**src/common/fft_config.svh**
```systemverilog
`ifndef FFT_CONFIG_SVH
`define FFT_CONFIG_SVH

// Fixed-point format of one real or imaginary part.
// Values are two's complement with FFT_FRACTION bits below the binary point,
// so 1.0 is 256 and the range is about -128.0 to +127.996.
`define FFT_WORD_SIZE 16
`define FFT_FRACTION 8

// Transform size.
// The twiddle table and the shuffle in the core are written for 8 points.
`define FFT_POINTS 8

// One radix-2 pass per factor of two in the frame length.
`define FFT_PASSES 3

`endif

```
**src/common/fft_ctrl_pkg.sv**
```systemverilog
`include "fft_config.svh"

package fft_ctrl_pkg;

	// Index of the pass being computed, 0 to FFT_PASSES-1.
	typedef logic [$clog2(`FFT_PASSES)-1:0] pass_t;

	// What the frame register takes on the next edge.
	typedef enum logic [1:0] {
		SEL_HOLD,
		SEL_INPUT,
		SEL_FEEDBACK
	} load_sel_t;

endpackage

```
**src/common/fft_types_pkg.sv**
```systemverilog
`include "fft_config.svh"

package fft_types_pkg;

	// One signed part in Q(WORD_SIZE-FRACTION).FRACTION.
	typedef logic signed [`FFT_WORD_SIZE-1:0] sample_t;

	// Complex sample, real part in the upper half.
	typedef struct packed {
		sample_t re;
		sample_t im;
	} complex_t;

	// A whole frame, element 0 in the lowest bits.
	// At the input this is time order.
	// After the last pass position i holds bin bitrev(i), scaled by 1/N.
	typedef complex_t [`FFT_POINTS-1:0] frame_t;

endpackage

```
**src/fft_core/butterfly_stage.sv**
```systemverilog
`timescale 1ns/100ps

`include "fft_config.svh"

module butterfly_stage
	import fft_types_pkg::*;
	import fft_ctrl_pkg::*;
(
	input  frame_t i_frame,
	input  pass_t  i_pass,
	output frame_t o_results
);

	localparam int W = `FFT_WORD_SIZE;
	localparam int F = `FFT_FRACTION;
	localparam int HALF = `FFT_POINTS / 2;
	localparam int EXP_BITS = $clog2(HALF);

	// Twiddle magnitudes in the working format.
	localparam int ONE = 1 << F;
	localparam int COS45 = int'(0.7071067811865476 * ONE);

	// W8^e = cos(2*pi*e/8) - j*sin(2*pi*e/8).
	function automatic complex_t twiddle(input logic [EXP_BITS-1:0] e);
		complex_t w;
		case (e)
			2'd0: begin
				w.re = sample_t'(ONE);
				w.im = '0;
			end
			2'd1: begin
				w.re = sample_t'(COS45);
				w.im = sample_t'(-COS45);
			end
			2'd2: begin
				w.re = '0;
				w.im = sample_t'(-ONE);
			end
			default: begin
				w.re = sample_t'(-COS45);
				w.im = sample_t'(-COS45);
			end
		endcase
		return w;
	endfunction

	// Exponent mask, the low i_pass bits of k are cleared.
	logic [EXP_BITS-1:0] pass_mask;

	assign pass_mask = {EXP_BITS{1'b1}} << i_pass;

	for (genvar k = 0; k < HALF; k++) begin : g_bfly
		complex_t             a;
		complex_t             b;
		complex_t             w;
		complex_t             d;
		logic [EXP_BITS-1:0]  e;
		logic signed [W:0]    sum_re;
		logic signed [W:0]    sum_im;
		logic signed [W:0]    dif_re;
		logic signed [W:0]    dif_im;
		logic signed [2*W:0]  prod_re;
		logic signed [2*W:0]  prod_im;

		assign a = i_frame[k];
		assign b = i_frame[k+HALF];

		assign e = EXP_BITS'(k) & pass_mask;
		assign w = twiddle(e);

		// One guard bit, then halve by dropping the lowest bit.
		assign sum_re = {a.re[W-1], a.re} + {b.re[W-1], b.re};
		assign sum_im = {a.im[W-1], a.im} + {b.im[W-1], b.im};
		assign dif_re = {a.re[W-1], a.re} - {b.re[W-1], b.re};
		assign dif_im = {a.im[W-1], a.im} - {b.im[W-1], b.im};

		assign d.re = dif_re[W:1];
		assign d.im = dif_im[W:1];

		// Full precision complex multiply.
		assign prod_re = $signed(d.re) * $signed(w.re) - $signed(d.im) * $signed(w.im);
		assign prod_im = $signed(d.re) * $signed(w.im) + $signed(d.im) * $signed(w.re);

		// Sum and diff leave as an adjacent pair.
		assign o_results[2*k].re = sum_re[W:1];
		assign o_results[2*k].im = sum_im[W:1];

		// Truncate back to Q8
		assign o_results[2*k+1].re = prod_re[W+F-1:F];
		assign o_results[2*k+1].im = prod_im[W+F-1:F];
	end

endmodule

```
**src/fft_core/frame_buffer.sv**
```systemverilog
`timescale 1ns/100ps

`include "fft_config.svh"

module frame_buffer
	import fft_types_pkg::*;
	import fft_ctrl_pkg::*;
(
	input  logic      i_clk,
	input  logic      i_rst,
	input  load_sel_t i_sel,
	input  frame_t    i_frame,
	input  frame_t    i_results,
	output frame_t    o_frame
);

	localparam int HALF = `FFT_POINTS / 2;

	frame_t frame;

	always_ff @(posedge i_clk or posedge i_rst) begin
		if (i_rst) begin
			frame <= '0;
		end else begin
			case (i_sel)
				SEL_INPUT: begin
					frame <= i_frame;
				end
				SEL_FEEDBACK: begin
					// Perfect shuffle.
					// Butterfly k read positions k and k+4 and lands in 2k and 2k+1,
					// which keeps the read pairing the same on every pass.
					for (int k = 0; k < HALF; k++) begin
						frame[2*k]   <= i_results[2*k];
						frame[2*k+1] <= i_results[2*k+1];
					end
				end
				default: begin
					frame <= frame;
				end
			endcase
		end
	end

	assign o_frame = frame;

endmodule

```
**src/source/fft8_top.sv**
```systemverilog
`timescale 1ns/100ps

module fft8_top
	import fft_types_pkg::*;
	import fft_ctrl_pkg::*;
(
	input  logic   i_clk,
	input  logic   i_rst,
	input  logic   i_start,
	input  frame_t i_frame,
	output logic   o_busy,
	output logic   o_done,
	output frame_t o_result
);

	load_sel_t sel;
	pass_t     pass;
	frame_t    work_frame;
	frame_t    bfly_results;

	// Start, busy and done control plus the pass count.
	pass_sequencer u_pass_sequencer (
		.i_clk   (i_clk),
		.i_rst   (i_rst),
		.i_start (i_start),
		.o_sel   (sel),
		.o_pass  (pass),
		.o_busy  (o_busy),
		.o_done  (o_done)
	);

	// Working frame, loaded from outside or fed back after each pass.
	frame_buffer u_frame_buffer (
		.i_clk     (i_clk),
		.i_rst     (i_rst),
		.i_sel     (sel),
		.i_frame   (i_frame),
		.i_results (bfly_results),
		.o_frame   (work_frame)
	);

	// One pass worth of butterflies, purely combinational.
	butterfly_stage u_butterfly_stage (
		.i_frame   (work_frame),
		.i_pass    (pass),
		.o_results (bfly_results)
	);

	// The register holds the finished frame until the next start.
	assign o_result = work_frame;

endmodule

```
**src/source/pass_sequencer.sv**
```systemverilog
`timescale 1ns/100ps

`include "fft_config.svh"

module pass_sequencer
	import fft_ctrl_pkg::*;
(
	input  logic      i_clk,
	input  logic      i_rst,
	input  logic      i_start,
	output load_sel_t o_sel,
	output pass_t     o_pass,
	output logic      o_busy,
	output logic      o_done
);

	localparam pass_t LAST_PASS = pass_t'(`FFT_PASSES - 1);

	logic  busy;
	logic  done;
	pass_t pass;
	logic  accept;
	logic  last_pass;

	// A start is only taken while idle.
	assign accept = i_start & ~busy;

	// The edge that ends this cycle writes the final pass.
	assign last_pass = busy && (pass == LAST_PASS);

	always_ff @(posedge i_clk or posedge i_rst) begin
		if (i_rst) begin
			busy <= 1'b0;
			pass <= '0;
			done <= 1'b0;
		end else begin
			// Single cycle pulse on the final pass edge.
			done <= last_pass;

			if (accept) begin
				busy <= 1'b1;
				pass <= '0;
			end else if (busy) begin
				if (last_pass) begin
					busy <= 1'b0;
					pass <= '0;
				end else begin
					pass <= pass + 1'b1;
				end
			end
		end
	end

	// Load select for the frame register.
	// It takes effect on the coming edge, so the input select follows
	// the start pulse directly.
	always_comb begin
		if (busy) begin
			o_sel = SEL_FEEDBACK;
		end else if (i_start) begin
			o_sel = SEL_INPUT;
		end else begin
			o_sel = SEL_HOLD;
		end
	end

	assign o_pass = pass;
	assign o_busy = busy;
	assign o_done = done;

endmodule

```
**config.mk**
```make
export PLATFORM = sky130hd
export DESIGN_NAME = fft8_top
export DESIGN_NICKNAME = d
export VERILOG_FILES = /design/src/common/fft_ctrl_pkg.sv /design/src/common/fft_types_pkg.sv /design/src/fft_core/butterfly_stage.sv /design/src/fft_core/frame_buffer.sv /design/src/source/fft8_top.sv /design/src/source/pass_sequencer.sv
export VERILOG_INCLUDE_DIRS = /design/src /design/src/common
export SDC_FILE = /design/constraint.sdc
export NUM_CORES = 2
export LEC_CHECK = 0
export ABC_AREA = 1
export BUFFER_PORTS_ARGS = -buffer_cell sky130_fd_sc_hd__buf_2
export CORE_ASPECT_RATIO = 1.2
export CORE_MARGIN = 3
export CORE_UTILIZATION = 65
export CTS_BUF_LIST = sky130_fd_sc_hd__clkbuf_8
export CTS_CLUSTER_DIAMETER = 40
export DETAILED_ROUTE_END_ITERATION = 12
export PLACE_DENSITY_LB_ADDON = 0.05
export REMOVE_ABC_BUFFERS = 1
export SLEW_MARGIN = 20
export SYNTH_ARGS = -nofsm -noshare
export SYNTH_HDL_FRONTEND = slang
export SYNTH_SLANG_ARGS = --single-unit
```
**constraint.sdc**
```tcl
create_clock -name i_clk -period 11.7 [get_ports i_clk]
set_clock_uncertainty 0.15 [all_clocks]
set_input_delay 1.17 -clock i_clk [delete_from_list [all_inputs] [get_ports i_clk]]
set_output_delay 1.17 -clock i_clk [all_outputs]
set_load 0.05 [all_outputs]
```
==> metrics <==
Max Slew Vio Count 0; Die Y 365 µm; Setup CP Type reg2reg; global-route wire length before repair 367,000 µm; initial DRC count between 5,000 and 6,000; Post-CTS Hold Buffers 0; area grow syn2layout 9.00%; CP Launch Point u_frame_buffer.o_frame[112]; Final setup viols 0; reg-to-reg slack, setup between 1.5 and 2 ns; RSZ-0062 raised after global routing false; FFs w/ async S/R, synth 100%; CTS Buf Count 67; post-place setup slack between 2 and 2.5 ns; DR vias/cell about 5.7; Worst Hold End u_frame_buffer.o_frame[25]; grt ovf 0; most used cell, CP nand2_1; Seq cells post-synth 260; # rows approximately 130; critical-path maximum fanout 6; routed len/inst 22.8 µm; EDFF count, synth 0; worst r2r src u_frame_buffer.o_frame[112]; Max-Cap Viols 0; gpl congestion approximately 1.0; CTS sink count 260; Fill cells between 8,000 and 9,000; Starting Density 65.6%; Seq/Total Area, Yosys 9.32%; Buf/Inv on CP 9; crit end category flop; CTS root buf clkbuf_8; placed cell areas between 70,000 and 80,000 µm²; syn_area_per_cell about 8 µm²; final wirelength 241,000 µm; hpwl dp just over 200,000 µm; Worst-Skew Late Latency approximately 0.7 ns; Post-Synthesis Cell Area around 70,000 µm²; nets@finish around 12,000; Hold Crit Class reg2reg; Final WS setup 1.77 ns; post-CTS sizing 0; Tcrit/Tclk final between 80% and 90%; predominant post-synthesis flop cell dfrtp_1; largest net degree at the start of global routing about 120; DRC viols 0; routed vias about 60,000; Core ar. between 100,000 and 150,000 µm²; initial antenna violation count 23; die area ~110,000 µm²; Hold Fails Final Rpt 0; Fin Setup TNS 0 ns; drt first pass iters 6; Slew HR 16.8%; fin util between 70% and 80%; CTS tree built; Port Buf Inserts around 520; HP Start u_frame_buffer.o_frame[25]; Final ANT Viol Nets 0; status finished, final reports clean; slowest CP cell nor2_1; crit-path max cell delay 0.67 ns; fin area around 76,000 µm²; Crit Reg-Reg Endpoint u_frame_buffer.o_frame[248]; layout cells sized above 1 between 8 and 9%; Max Buffers Root-to-Sink 3; Reg2Reg Depth 41; min cycle time layout about 9.9 ns; io pins 517; Worst-Margin Slew roughly 1.2 ns; Worst Path Arrival roughly 10 ns; WP depth 41; CTS clock-pin slew for the worst setup and hold paths around 0.060 ns; Worst path top cell family by delay adder cells; synth unique cells 68; Post CTS Setup Buffer Count 0; highest clock rate roughly 100 MHz; Worst Hold Depth 2; Critical Path RT between 10 and 15 ns; CTS H-tree depth 3; CP startpoint kind flop; vias in the first global route 62,000; Cells after Synth approximately 8,500; die span in x about 310 µm; GRT Total Usage 43.9%; total number of yosys warnings 0
worst register-to-register path, delay by kind of cell (launching register included):
family / cells / cell delay [ns]
AOI/OAI and AO/OA: 4 / 0.66
adders and majority gates: 10 / 4.84
buffers and inverters: 9 / 0.76
DFF: 1 / 0.40
and+or+nand+nor: 18 / 2.96
registers in the layout (all words and copies together) (netlist names):
signal / cells
u_pass_sequencer.o_busy: 1
u_frame_buffer.o_frame: 256
u_pass_sequencer.o_done: 1
u_pass_sequencer.o_pass: 2
cells in the final DEF, fill, tap and decap left out, types with 12 or more instances in the layout:
| cell | instances |
|---|---|
| buf_4 | 55 |
| dfrtp_1 | 258 |
| a221oi_1 | 14 |
| nor4_1 | 15 |
| xnor2_1 | 64 |
| or2_2 | 41 |
| o21bai_1 | 27 |
| o221ai_1 | 63 |
| nor2_1 | 421 |
| inv_1 | 2461 |
| nand3b_1 | 13 |
| nand2_2 | 27 |
| o21a_1 | 16 |
| buf_2 | 516 |
| o21ai_0 | 250 |
| xor2_1 | 122 |
| a21oi_1 | 306 |
| ha_1 | 1057 |
| nand4_1 | 30 |
| nand3_1 | 321 |
| o211ai_1 | 135 |
| diode_2 | 12 |
| nand2_1 | 1325 |
| fa_1 | 1164 |
| o21ai_1 | 12 |
| a31oi_1 | 26 |
| clkbuf_8 | 78 |
| conb_1 | 147 |
| nor3_1 | 37 |
| inv_2 | 13 |
worst max-delay path by stage:
stage	to
after global routing	u_frame_buffer.o_frame[248]
after floorplan	u_frame_buffer.o_frame[252]
after detailed placement	u_frame_buffer.o_frame[249]
after CTS	u_frame_buffer.o_frame[248]
final	u_frame_buffer.o_frame[248]
after global placement	u_frame_buffer.o_frame[249]
synthesized netlist by cell type (all sizes together) (2+ instances only):
| master | count | area [µm²] |
|---|---|---|
| inv | 2469 | 9270 |
| nand2 | 1357 | 5200 |
| fa | 1164 | 23300 |
| ha | 1057 | 13200 |
| nor2 | 427 | 1630 |
| nand3 | 327 | 1670 |
| a21oi | 311 | 1580 |
| o21ai | 266 | 1350 |
| dfrtp | 260 | 6510 |
| o211ai | 135 | 1010 |
| xor2 | 125 | 1120 |
| clkbuf | 119 | 449 |
| xnor2 | 64 | 561 |
| o221ai | 63 | 552 |
| or2 | 44 | 275 |
| nor3 | 40 | 215 |
| buf | 37 | 190 |
| nand4 | 30 | 188 |
| o21bai | 29 | 225 |
| a31oi | 26 | 163 |
| o21a | 16 | 120 |
| nor4 | 15 | 93.8 |
| a221oi | 14 | 123 |
| a21boi | 13 | 105 |
| nand3b | 13 | 97.6 |
| a21o | 12 | 91.3 |
| a211oi | 8 | 60.1 |
| o31ai | 8 | 60.1 |
| o2111ai | 7 | 61.3 |
| a22o | 4 | 35.0 |
| and2 | 4 | 25.0 |
| and3 | 4 | 25.0 |
| o311ai | 4 | 35.0 |
| a2111oi | 3 | 26.3 |
| or3 | 3 | 18.8 |
| a221o | 2 | 20.0 |
| a22oi | 2 | 15.0 |
| a31o | 2 | 17.5 |
| clkinv | 2 | 7.51 |
| conb | 2 | 7.51 |
| o221a | 2 | 22.5 |
stage by stage:
stage	instances	hold slack, ns
2_1_floorplan	8484	0.362
3_3_place_gp	10500	0.373
3_5_place_dp	10500	0.394
4_1_cts	10600	0.409
5_1_grt	10600	0.430
6_report	10600	0.421
routing by layer:
layer / up-vias / share of wire (%) / global-route usage, %
met3: 769 / 11 / 12.7
li1: 26900 / - / -
met4: 22 / 7.7 / 26.9
met2: 3125 / 43 / 66.9
met1: 29200 / 38 / 55.7
met5: - / 0.065 / 0
kinds of logic (layout without fill, tap and decap cells):
logic type               Yosys count  count (layout)  share of synthesized area [%]
AND/OR/NAND/NOR                 2265            2265                           13.5
flip-flops                       260             260                           9.32
adder cells (fa/ha/maj)         2221            2221                           52.3
AO/OA/AOI/OAI                    930             930                           8.17
XOR/XNOR                         189             189                           2.40
multiplexers                       1               1                         0.0161
other                              2             159                         0.0108
buffers and inverters           2627            3162                           14.2
cell type report:
type / instances / area [µm²] / share of cell area [%]
Timing Repair Buffer: 572 / 3020 / 3.96
Clock buffer: 78 / 1070 / 1.41
Tap cell: 1396 / 1750 / 2.30
Multi-Input combinational cell: 5753 / 53900 / 70.9
Clock inverter: 41 / 472 / 0.620
Inverter: 2471 / 9300 / 12.2
Antenna cell: 12 / 30.0 / 0.0395
Sequential cell: 260 / 6510 / 8.56
Power is left out: the tool's default activity adds up to more than one toggle a clock period on the data nets, which glitch-free logic cannot reach.
